===== config.mk =====
export PLATFORM = sky130hd
export DESIGN_NAME = fp_mul_top
export DESIGN_NICKNAME = d
export VERILOG_FILES = /design/src/fp_format_pkg.sv /design/src/fp_mul_pkg.sv /design/src/fp_stage_if.sv /design/src/fp_pipe_reg.sv /design/src/fp_frac_mul.sv /design/src/fp_exp_pack.sv /design/src/fp_norm_round.sv /design/src/fp_mul_checker.sv /design/src/fp_mul_top.sv
export SDC_FILE = /design/constraint.sdc
export NUM_CORES = 2
export LEC_CHECK = 0
export ABC_AREA = 1
export BUFFER_PORTS_ARGS = -buffer_cell sky130_fd_sc_hd__clkbuf_2
export CORE_UTILIZATION = 30
export CTS_CLUSTER_SIZE = 14
export DETAILED_ROUTE_END_ITERATION = 10
export PLACE_DENSITY = 0.55
export SETUP_SLACK_MARGIN = 0.05
export SLEW_MARGIN = 5
export SYNTH_ARGS = -nofsm -noshare
export SYNTH_HDL_FRONTEND = slang
export SYNTH_SLANG_ARGS = --single-unit

===== constraint.sdc =====
create_clock -name clk -period 8.14 [get_ports clk]
set_input_delay 1.628 -clock clk [delete_from_list [all_inputs] [get_ports clk]]
set_output_delay 1.628 -clock clk [all_outputs]
set_load 0.1 [all_outputs]

===== src/fp_format_pkg.sv =====
package fp_format_pkg;

    // binary32 field widths
    localparam int EXP_W  = 8;
    localparam int FRAC_W = 23;
    localparam int BIAS   = 127;

    // 24x24 significand product
    localparam int PROD_W = 48;

    // hidden bit, 23 fraction bits, guard, round, sticky
    localparam int NORM_W = 27;

    localparam logic [31:0] QNAN = 32'h7fc0_0000;

    typedef struct packed {
        logic              sign;
        logic [EXP_W-1:0]  exp;
        logic [FRAC_W-1:0] frac;
    } fp32_t;

    // class of the result, settled in stage 1
    typedef enum logic [1:0] {
        normal = 2'd0,
        zero   = 2'd1,
        inf    = 2'd2,
        nan    = 2'd3
    } fp_class_e;

endpackage


===== src/fp_mul_pkg.sv =====
package fp_mul_pkg;

    // codes 5 to 7 are left unnamed and truncate like rtz
    typedef enum logic [2:0] {
        rne = 3'd0,
        rtz = 3'd1,
        rdn = 3'd2,
        rup = 3'd3,
        rmm = 3'd4
    } round_mode_e;

    typedef struct packed {
        logic [fp_format_pkg::PROD_W-1:0] frc_z_full;
        logic signed [9:0]                exp_sum;
        logic                             sign_z;
        fp_format_pkg::fp_class_e         cls;
        round_mode_e                      r_mode;
    } prod_t;

    typedef struct packed {
        fp_format_pkg::fp32_t fp_z;
        logic                 ovrf;
        logic                 udrf;
    } result_t;

endpackage


===== src/fp_stage_if.sv =====
`timescale 1ns/1ps

interface fp_stage_if #(
    parameter type payload_t = logic [31:0]
);

    logic     valid;
    logic     ready;
    payload_t payload;

    // producer side
    modport src (
        output valid,
        output payload,
        input  ready
    );

    // consumer side
    modport dst (
        input  valid,
        input  payload,
        output ready
    );

endinterface


===== src/fp_pipe_reg.sv =====
`timescale 1ns/1ps

module fp_pipe_reg #(
    parameter type payload_t = logic
) (
    input  logic    clk,
    input  logic    rst_n,
    fp_stage_if.dst up,
    fp_stage_if.src down
);

    logic     full;
    payload_t data;

    // take a new item while the held one leaves
    assign up.ready     = !full || down.ready;
    assign down.valid   = full;
    assign down.payload = data;

    always_ff @(posedge clk) begin
        if (!rst_n) begin
            full <= 1'b0;
        end else if (up.ready) begin
            full <= up.valid;
        end
    end

    always_ff @(posedge clk) begin
        if (up.valid && up.ready) begin
            data <= up.payload;
        end
    end

    // stalled output must not move
    a_hold_stable: assert property (@(posedge clk) disable iff (!rst_n)
        (down.valid && !down.ready) |=> (down.valid && $stable(down.payload)));

endmodule


===== src/fp_frac_mul.sv =====
`timescale 1ns/1ps

module fp_frac_mul (
    input  fp_format_pkg::fp32_t    fp_x,
    input  fp_format_pkg::fp32_t    fp_y,
    input  fp_mul_pkg::round_mode_e r_mode,
    input  logic                    in_valid,
    output logic                    in_ready,
    fp_stage_if.src                 prod
);

    import fp_format_pkg::*;

    logic                    x_zero;
    logic                    x_inf;
    logic                    x_nan;
    logic                    y_zero;
    logic                    y_inf;
    logic                    y_nan;
    logic [FRAC_W:0]         sig_x;
    logic [FRAC_W:0]         sig_y;
    logic [FRAC_W+3:0]       mplier;
    logic signed [PROD_W+1:0] mcand;
    logic signed [PROD_W+1:0] pp;
    logic signed [PROD_W+1:0] acc;
    logic [9:0]              exp_sum;
    fp_class_e               cls;

    // zero exponent covers subnormals too, they flush to zero
    assign x_zero = (fp_x.exp == '0);
    assign x_inf  = (fp_x.exp == '1) && (fp_x.frac == '0);
    assign x_nan  = (fp_x.exp == '1) && (fp_x.frac != '0);
    assign y_zero = (fp_y.exp == '0);
    assign y_inf  = (fp_y.exp == '1) && (fp_y.frac == '0);
    assign y_nan  = (fp_y.exp == '1) && (fp_y.frac != '0);

    assign sig_x = x_zero ? '0 : {1'b1, fp_x.frac};
    assign sig_y = y_zero ? '0 : {1'b1, fp_y.frac};

    always_comb begin
        if (x_nan || y_nan || (x_inf && y_zero) || (y_inf && x_zero)) begin
            cls = nan;
        end else if (x_inf || y_inf) begin
            cls = inf;
        end else if (x_zero || y_zero) begin
            cls = zero;
        end else begin
            cls = normal;
        end
    end

    // radix-4 booth, 13 digits over the zero-padded multiplier
    assign mcand  = $signed({{(PROD_W - FRAC_W + 1){1'b0}}, sig_x});
    assign mplier = {2'b00, sig_y, 1'b0};

    always_comb begin
        acc = '0;
        for (int i = 0; i < (FRAC_W + 3) / 2; i++) begin
            case (mplier[2*i +: 3])
                3'b001, 3'b010: pp = mcand;
                3'b011:         pp = mcand <<< 1;
                3'b100:         pp = -(mcand <<< 1);
                3'b101, 3'b110: pp = -mcand;
                default:        pp = '0;
            endcase
            acc = acc + (pp <<< (2 * i));
        end
    end

    assign exp_sum = 10'({2'b00, fp_x.exp} + {2'b00, fp_y.exp} - BIAS);

    assign prod.valid   = in_valid;
    assign in_ready     = prod.ready;
    assign prod.payload = '{
        frc_z_full: acc[PROD_W-1:0],
        exp_sum:    exp_sum,
        sign_z:     fp_x.sign ^ fp_y.sign,
        cls:        cls,
        r_mode:     r_mode
    };

endmodule


===== src/fp_exp_pack.sv =====
`timescale 1ns/1ps

module fp_exp_pack (
    input  logic [9:0]               exp_adj,
    input  logic                     sign_z,
    input  logic [22:0]              frc_z,
    input  fp_format_pkg::fp_class_e cls,
    fp_stage_if.src                  res,
    input  logic                     valid_in,
    output logic                     ready_out
);

    import fp_format_pkg::*;

    logic signed [9:0] exp_s;
    fp32_t             z;
    logic              ovf;
    logic              udf;

    assign exp_s = exp_adj;

    always_comb begin
        ovf = 1'b0;
        udf = 1'b0;
        case (cls)
            nan:  z = QNAN;
            inf:  z = '{sign: sign_z, exp: '1, frac: '0};
            zero: z = '{sign: sign_z, exp: '0, frac: '0};
            default: begin
                // no subnormal results, out of range goes to inf or zero
                if (exp_s >= 10'sd255) begin
                    ovf = 1'b1;
                    z   = '{sign: sign_z, exp: '1, frac: '0};
                end else if (exp_s <= 10'sd0) begin
                    udf = 1'b1;
                    z   = '{sign: sign_z, exp: '0, frac: '0};
                end else begin
                    z = '{sign: sign_z, exp: exp_adj[EXP_W-1:0], frac: frc_z};
                end
            end
        endcase
    end

    assign res.valid   = valid_in;
    assign ready_out   = res.ready;
    assign res.payload = '{fp_z: z, ovrf: ovf, udrf: udf};

    always_comb begin
        a_flags_excl: assert final (!(res.valid && res.payload.ovrf && res.payload.udrf));
    end

endmodule


===== src/fp_norm_round.sv =====
`timescale 1ns/1ps

module fp_norm_round (
    fp_stage_if.dst                  prod,
    output logic [26:0]              frc_z_norm,
    output logic                     norm_n,
    output logic                     norm_r,
    output logic [22:0]              frc_z,
    output logic [9:0]               exp_adj,
    output logic                     sign_z,
    output fp_format_pkg::fp_class_e cls,
    fp_stage_if.src                  res
);

    import fp_format_pkg::*;
    import fp_mul_pkg::*;

    logic [PROD_W-1:0] p;
    logic              lsb;
    logic              guard;
    logic              rest;
    logic              inexact;
    logic              inc;
    logic [FRAC_W:0]   frac_rnd;

    assign p      = prod.payload.frc_z_full;
    assign sign_z = prod.payload.sign_z;
    assign cls    = prod.payload.cls;

    // product lies in [1,4), bit 47 marks the upper half
    assign norm_n     = p[PROD_W-1];
    assign frc_z_norm = norm_n ? {p[47:22], |p[21:0]} : {p[46:21], |p[20:0]};

    assign lsb     = frc_z_norm[3];
    assign guard   = frc_z_norm[2];
    assign rest    = |frc_z_norm[1:0];
    assign inexact = guard || rest;

    always_comb begin
        case (prod.payload.r_mode)
            rne:     inc = guard && (rest || lsb);
            rdn:     inc = sign_z && inexact;
            rup:     inc = !sign_z && inexact;
            rmm:     inc = guard;
            default: inc = 1'b0;
        endcase
    end

    // carry out of the fraction means 10.000..., fraction wraps to zero
    assign frac_rnd = {1'b0, frc_z_norm[NORM_W-2:3]} + {{FRAC_W{1'b0}}, inc};
    assign norm_r   = frac_rnd[FRAC_W];
    assign frc_z    = frac_rnd[FRAC_W-1:0];

    assign exp_adj = prod.payload.exp_sum + {9'b0, norm_n} + {9'b0, norm_r};

    fp_exp_pack u_pack (
        .exp_adj   (exp_adj),
        .sign_z    (sign_z),
        .frc_z     (frc_z),
        .cls       (cls),
        .res       (res),
        .valid_in  (prod.valid),
        .ready_out (prod.ready)
    );

    // a normal class from stage 1 must carry a nonzero leading bit
    always_comb begin
        a_norm_msb: assert final (!(prod.valid && cls == normal) || frc_z_norm[NORM_W-1]);
    end

endmodule


===== src/fp_mul_checker.sv =====
`timescale 1ns/1ps

module fp_mul_checker (
    // stage 1
    input logic                     s1_valid,
    input logic [31:0]              fp_x,
    input logic [31:0]              fp_y,
    input logic [47:0]              frc_z_full,
    // stage 2
    input logic                     s2_valid,
    input fp_mul_pkg::round_mode_e  r_mode,
    input fp_format_pkg::fp_class_e cls,
    input logic [47:0]              frc_z_reg,
    input logic [26:0]              frc_z_norm,
    input logic                     norm_n,
    input logic                     norm_r,
    input logic                     sign_z,
    input logic [22:0]              frc_z,
    input logic [9:0]               exp_z,
    input logic [31:0]              fp_z,
    input logic                     ovrf,
    input logic                     udrf
);

    import fp_format_pkg::*;
    import fp_mul_pkg::*;

    logic        x_norm;
    logic        y_norm;
    logic [47:0] prod_ref;
    logic [47:0] prod_shift;
    logic [22:0] trunc;
    logic        half;
    logic        below;
    logic [23:0] trunc_ext;
    logic [23:0] trunc_inc;

    always_comb begin
        x_norm   = (fp_x[30:23] != 8'h00) && (fp_x[30:23] != 8'hff);
        y_norm   = (fp_y[30:23] != 8'h00) && (fp_y[30:23] != 8'hff);
        prod_ref = {1'b1, fp_x[22:0]} * {1'b1, fp_y[22:0]};

        // rounding rebuilt from the raw product, not from frc_z_norm
        prod_shift = frc_z_reg[47] ? frc_z_reg : {frc_z_reg[46:0], 1'b0};
        trunc      = prod_shift[46:24];
        half       = prod_shift[23];
        below      = |prod_shift[22:0];
        trunc_ext  = {1'b0, trunc};
        trunc_inc  = trunc_ext + 24'd1;

        if (s1_valid) begin
            booth_prod: assert ((x_norm && y_norm) -> (frc_z_full == prod_ref));
        end

        if (s2_valid) begin
            norm_shift: assert ((frc_z_norm[26:1] == prod_shift[47:22])
                                && (frc_z_norm[0] == |prod_shift[21:0])
                                && (norm_n == frc_z_reg[47]));

            round_rne: assert ((r_mode == rne) -> ({norm_r, frc_z} ==
                               ((half && (below || trunc[0])) ? trunc_inc : trunc_ext)));
            round_rdn: assert ((r_mode == rdn) -> ({norm_r, frc_z} ==
                               ((sign_z && (half || below)) ? trunc_inc : trunc_ext)));
            round_rup: assert ((r_mode == rup) -> ({norm_r, frc_z} ==
                               ((!sign_z && (half || below)) ? trunc_inc : trunc_ext)));
            round_rmm: assert ((r_mode == rmm) -> ({norm_r, frc_z} ==
                               (half ? trunc_inc : trunc_ext)));
            // rtz and the spare codes
            round_rtz: assert (!(r_mode inside {rne, rdn, rup, rmm}) ->
                               ({norm_r, frc_z} == trunc_ext));

            pack_sign: assert ((cls != nan) -> (fp_z[31] == sign_z));
            pack_norm: assert ((cls == normal && !ovrf && !udrf) ->
                               (fp_z == {sign_z, exp_z[7:0], frc_z}));
            pack_ovrf: assert (ovrf -> (($signed(exp_z) >= 255)
                                        && (fp_z[30:0] == 31'h7f80_0000)));
            pack_udrf: assert (udrf -> (($signed(exp_z) <= 0) && (fp_z[30:0] == 31'h0)));
        end
    end

endmodule


===== src/fp_mul_top.sv =====
`timescale 1ns/1ps

module fp_mul_top (
    input  logic        clk,
    input  logic        rst_n,
    input  logic        in_valid,
    output logic        in_ready,
    input  logic [31:0] fp_x,
    input  logic [31:0] fp_y,
    input  logic [2:0]  r_mode,
    output logic        out_valid,
    input  logic        out_ready,
    output logic [31:0] fp_z,
    output logic        ovrf,
    output logic        udrf
);

    import fp_format_pkg::*;
    import fp_mul_pkg::*;

    fp_stage_if #(.payload_t(prod_t))   s1_in  ();
    fp_stage_if #(.payload_t(prod_t))   s1_out ();
    fp_stage_if #(.payload_t(result_t)) s2_in  ();
    fp_stage_if #(.payload_t(result_t)) s2_out ();

    logic [NORM_W-1:0] frc_z_norm;
    logic              norm_n;
    logic              norm_r;
    logic [FRAC_W-1:0] frc_z;
    logic [9:0]        exp_adj;
    logic              sign_z;
    fp_class_e         cls;

    fp_frac_mul u_frac_mul (
        .fp_x     (fp_x),
        .fp_y     (fp_y),
        .r_mode   (round_mode_e'(r_mode)),
        .in_valid (in_valid),
        .in_ready (in_ready),
        .prod     (s1_in)
    );

    fp_pipe_reg #(.payload_t(prod_t)) u_reg1 (
        .clk   (clk),
        .rst_n (rst_n),
        .up    (s1_in),
        .down  (s1_out)
    );

    fp_norm_round u_norm_round (
        .prod       (s1_out),
        .frc_z_norm (frc_z_norm),
        .norm_n     (norm_n),
        .norm_r     (norm_r),
        .frc_z      (frc_z),
        .exp_adj    (exp_adj),
        .sign_z     (sign_z),
        .cls        (cls),
        .res        (s2_in)
    );

    fp_pipe_reg #(.payload_t(result_t)) u_reg2 (
        .clk   (clk),
        .rst_n (rst_n),
        .up    (s2_in),
        .down  (s2_out)
    );

    assign out_valid    = s2_out.valid;
    assign s2_out.ready = out_ready;
    assign fp_z         = s2_out.payload.fp_z;
    assign ovrf         = s2_out.payload.ovrf;
    assign udrf         = s2_out.payload.udrf;

    fp_mul_checker u_checker (
        .s1_valid   (in_valid),
        .fp_x       (fp_x),
        .fp_y       (fp_y),
        .frc_z_full (s1_in.payload.frc_z_full),
        .s2_valid   (s1_out.valid),
        .r_mode     (s1_out.payload.r_mode),
        .cls        (cls),
        .frc_z_reg  (s1_out.payload.frc_z_full),
        .frc_z_norm (frc_z_norm),
        .norm_n     (norm_n),
        .norm_r     (norm_r),
        .sign_z     (sign_z),
        .frc_z      (frc_z),
        .exp_z      (exp_adj),
        .fp_z       (s2_in.payload.fp_z),
        .ovrf       (s2_in.payload.ovrf),
        .udrf       (s2_in.payload.udrf)
    );

endmodule


======== After elaboration in Yosys (flattened, before gate mapping) ========
Cells that the tools add are included.
storage, ports and cells
  flip-flop bits (word level) ............. 100
  word-level logic and storage cells ...... 194
cells by class
  add/sub/neg operators ................... 19
  $lt $le $gt $ge ......................... 2
  eq/ne operators ......................... 77
  muxes and demuxes ....................... 24
  bitwise logic cells ..................... 1
  reduce and logical (&&, ||, !) cells .... 58
operators by type and width
  operator                                                                count
  48-bit adder                                                            12
  46-bit case mux with 4 select lines                                     1
  44-bit case mux with 4 select lines                                     1
  42-bit case mux with 4 select lines                                     1
  40-bit case mux with 4 select lines                                     1
  38-bit case mux with 4 select lines                                     1
  36-bit case mux with 4 select lines                                     1
  48-bit case mux with 3 select lines                                     1
  34-bit case mux with 4 select lines                                     1
  32-bit case mux with 4 select lines                                     1
  30-bit case mux with 4 select lines                                     1
  28-bit case mux with 4 select lines                                     1
  26-bit case mux with 4 select lines                                     1
  3-bit equality test (second input constant)                             34
  32-bit case mux with 3 select lines                                     1
  3-bit by 2-bit equality test with 1-bit output (second input constant)  24
  24-bit two-way mux                                                      3
  31-bit two-way mux                                                      2
  24-bit negation with 48-bit output                                      1
  25-bit negation with 48-bit output                                      1
  2-bit OR reduction                                                      24
  23-bit logical NOT                                                      2
  23-bit nonzero test                                                     2
  3-bit by 1-bit equality test with 1-bit output (second input constant)  11
  22 further kinds                                                        52

======== Longest topological paths before layout ========
  depth in word-level cells ............... 17
  gate-level depth with buffers ........... 47
  gate-level depth less buffers ........... 44

======== Cells and area by module ========
Synthesis repeated with hierarchy kept, for this count alone.
second synthesis, totals
  cells, all modules ...................... 3311
  area total of the unflattened synthesis .. 24970.2 um2
modules (own cells, without submodules)
  module                instances  cells an instance  area each (um2)
  fp_frac_mul           1          2698               19557.5
  fp_pipe_reg (u_reg1)  1          71                 1973.1
  fp_norm_round         1          394                1791.7
  fp_pipe_reg (u_reg2)  1          41                 1072.3
  fp_exp_pack           1          107                575.6

======== Worst setup path after synthesis ========
No wires, ideal clock.
  kind .................................... input-to-reg
  from .................................... input port fp_x[29]
  to ...................................... register u_reg1.data, in the netlist u_reg1.down.payload[54], data pin
  setup time .............................. 262 ps
  arrival time ............................ 8110 ps
  required time ........................... 7878 ps
  setup slack ............................. -232 ps
  cell stages on the path ................. 39
  buffers on the path ..................... 3
  cell sequence ........................... nor2_2 > nand2_1 > nor2_4 > buf_8 > nor2_1 > inv_1 > clkbuf_1 > ha_1 > nand2_1 > nor2_1 > nand2_1 > nor2_1 > nand2_2 > nor2_4 > nand3_1 > nand2_2 > buf_4 > nor2_1 > [... 3 more ...] > inv_1 > fa_1 > fa_1 > inv_1 > fa_1 > inv_1 > ha_1 > nand2_1 > nor2_1 > inv_1 > nor2_1 > and3_1 > nand2_1 > nand3_1 > nand2_1 > nand2_1 > a21oi_1 > xor2_1
RTL lines
  what                  line               text
  from (decl)           fp_mul_top.sv:8    input logic [31:0] fp_x,
  to (signal assigned)  fp_pipe_reg.sv:30  data <= up.payload;
  to (decl)             fp_pipe_reg.sv:13  payload_t data;

==> flow_summary.yaml <==
place:
  place_congestion: 1.09
  dp_cells: 5063
  place_area_um2: 32300
  detailed_place_hpwl_mm: 107
  io_buffers: 106
drt:
  ant_nets: 0
  vias_per_cell: 5.45
  dr.pass1.iters: 9
  drc: 0
  drt_iter0_drc: 3183
  wl_mm: 129
  num_vias: 28019
  wl_per_cell_um: 25.2
clocking:
  clockBufferDepth: 2
  root_buffer: "clkbuf_16"
  cts_num_sinks: 100
  clock_latency_ns: 0.35
  cts_buffers: 9
  clk_pin_slew_ns: 0.07
  htreeDepth: 3
  cts_tree: "built"
worst_hold_path:
  min_path_type: "flop to flop"
  whs_path_depth: 2
  hold_end: "u_reg2.down.valid"
  min_from: "u_reg1.down.valid"
sta:
  rsz0062_at_grt: "true"
  skew_ns: 0.00582
  tightest_slew_ns: 0.993
  report.final.hold_viol_count: 0
  fin_crit_sh_pct: 101
  slew_violations: 0
  fin_crit_ns: 8.21
  setup_tns_ns: -0.201
  max_slew_margin_pct: 33.2
  fmax_ghz: 0.122
  setup_ws_ns: -0.0660
  setup_viol: 6
  hold_ws_ns: 0.539
die:
  rows: 104
  die-area_um2: 83700
  fp.dieW_um: 289
  start_util_pct: 30.5
  core_area_um2: 81100
  die_y_um: 289
  ioPinCount: 107
critical_path:
  r2r_cells: 29
  worst-path-buf-inv: 12
  worstPathArrival_ns: 8.31
  rrSetupSlack_ns: 2.06
  cp_max_fo: 6
  r2r-start: "u_reg1.down.payload[63]"
  critical-path-top-delay-family: "adder cells"
  r2r-end: "u_reg2.down.payload[5]"
  crit_slowest_cell: "fa_1"
  cp.required_ns: 8.24
  cp-start-kind: "input pin"
  cp-end-kind: "flop"
  worstSetupPathType: "input pin to flop"
  crit_path_max_incr_delay_ns: 0.58
finish:
  multi_input_area_um2: 20000
  final_common_cell: "buf_4"
  nets: 4613
  regArea_um2: 2980
  final_cells: 5145
  area_delta_synth_final_pct: 39.9
  layout-drive-gt1-share_pct: 31.6
  design_area_um2: 34600
  num-fill-cells: 8253
  mostFrequentLayoutCells: "buf_4, inv_1, nand2_1"
grt:
  grt_pass1_wl_mm: 185
  grt_use_total_pct: 30.6
  grt_pass1_vias: 27455
  antenna_found_initial: 2
  grt_max_degree: 65
  grt_overflow_total: 0
synth:
  yosys-top-cells-area: "fa_1, edfxtp_1, inv_1"
  synth_mux_area_share_pct: 0.0455
  synth_top_area_share_pct: 28.9
  ys.flop_type: "edfxtp_1"
  synth_fa_ha_area_share_pct: 34.2
  ys_types: 60
  syn_area_per_cell_um2: 7.45
  ys_seq_elements: 100
  synth-edff-count: 98
  syn_area_um2: 24800
  seq_area_frac_synth_pct: 12.0
  yosysTopAreaCell: "fa_1"
  synth_cells: 3326
  synth_compound_area_share_pct: 16.6
  synth_top_family_by_area: "adder cells"
  synth_nets: 3860
  async_reset_ff_share_pct: 0
  synthSimpleGateAreaFrac_pct: 21.3
  yosysWarnings: 0
  synth_xor_area_share_pct: 2.51
run_status:
  status: "complete, but fails checks"
  violations: "negative setup slack"
job:
  drv_cap: 0
## state kept, by name (all words and copies together) (netlist names)
register / flops
u_reg1.down.payload: 64
u_reg2.down.payload: 34
u_reg1.down.valid: 1
u_reg2.down.valid: 1
## worst register-to-register path, delay by kind of cell (launching register included)
| family | cells | cell delay, ns |
|---|---|---|
| simple gates | 18 | 2.50 |
| compound gates | 4 | 1.41 |
| xor+xnor | 1 | 0.24 |
| flops | 1 | 0.54 |
| fa+ha+maj | 3 | 0.75 |
| buf+inv | 3 | 0.39 |
## cell usage after synthesis (all sizes together), types with 90 or more instances
master / n
nand3: 107
o22ai: 273
a21oi: 100
o21ai: 124
nor3: 90
clkbuf: 117
edfxtp: 98
nor2: 427
inv: 655
ha: 105
fa: 358
nand2: 494
## routing by layer
| layer | track usage, % | vias to the layer above | part of all wire, % |
|---|---|---|---|
| met2 | 48.2 | 1710 | 43 |
| met4 | 14.0 | 4 | 6.2 |
| met3 | 6.03 | 403 | 10 |
| li1 | - | 12375 | - |
| met5 | 0 | - | 0.022 |
| met1 | 40.4 | 13527 | 40 |
## timing repair
item	CTS	global route
buffers inserted	39	27
endpoints found under the setup margin	23	30
hold buffers	0	0
gates cloned	1	1
pin swaps	85	137
resized for setup	164	221
## worst max path at each step
stage | endpoint | depth (start not counted) | slack, ns | startpoint
after floorplan | u_reg1.down.payload[54] | 39 | 0.06 | fp_x[29]
after global placement | u_reg1.down.payload[54] | 35 | -0.72 | fp_x[23]
after detailed placement | u_reg1.down.payload[63] | 43 | -0.77 | fp_x[28]
after CTS | u_reg1.down.payload[58] | 36 | 0.009 | fp_x[24]
after global routing | u_reg1.down.payload[63] | 42 | -0.33 | fp_x[29]
final | u_reg1.down.payload[53] | 36 | -0.07 | fp_x[29]
## logic make-up (layout without fill, tap and decap cells)
family / after synthesis / in the layout
xor+xnor: 71 / 71
mux: 1 / 1
other cells: 0 / 1
flops: 100 / 100
simple gates: 1194 / 1194
buf+inv: 843 / 1601
fa+ha+maj: 463 / 463
compound gates: 654 / 654
## stage by stage
stage | utilization (%) | worst slack (ns)
after floorplan | - | 0.0636
after global placement | 39.8 | -0.722
after detailed placement | 39.8 | -0.772
after CTS | 41.4 | 0.00904
after global routing | 42.7 | -0.330
final | 42.7 | -0.0660
## layout make-up
cell class	instances	share of cell area, %
Clock inverter	7	0.213
Antenna cell	1	0.00722
Inverter	678	7.40
Multi-Input combinational cell	2383	57.7
Timing Repair Buffer	907	21.6
Clock buffer	9	0.650
Tap cell	1060	3.83
Sequential cell	100	8.61
Power is left out: the tool's default activity adds up to more than one toggle a clock period on the data nets, which glitch-free logic cannot reach.
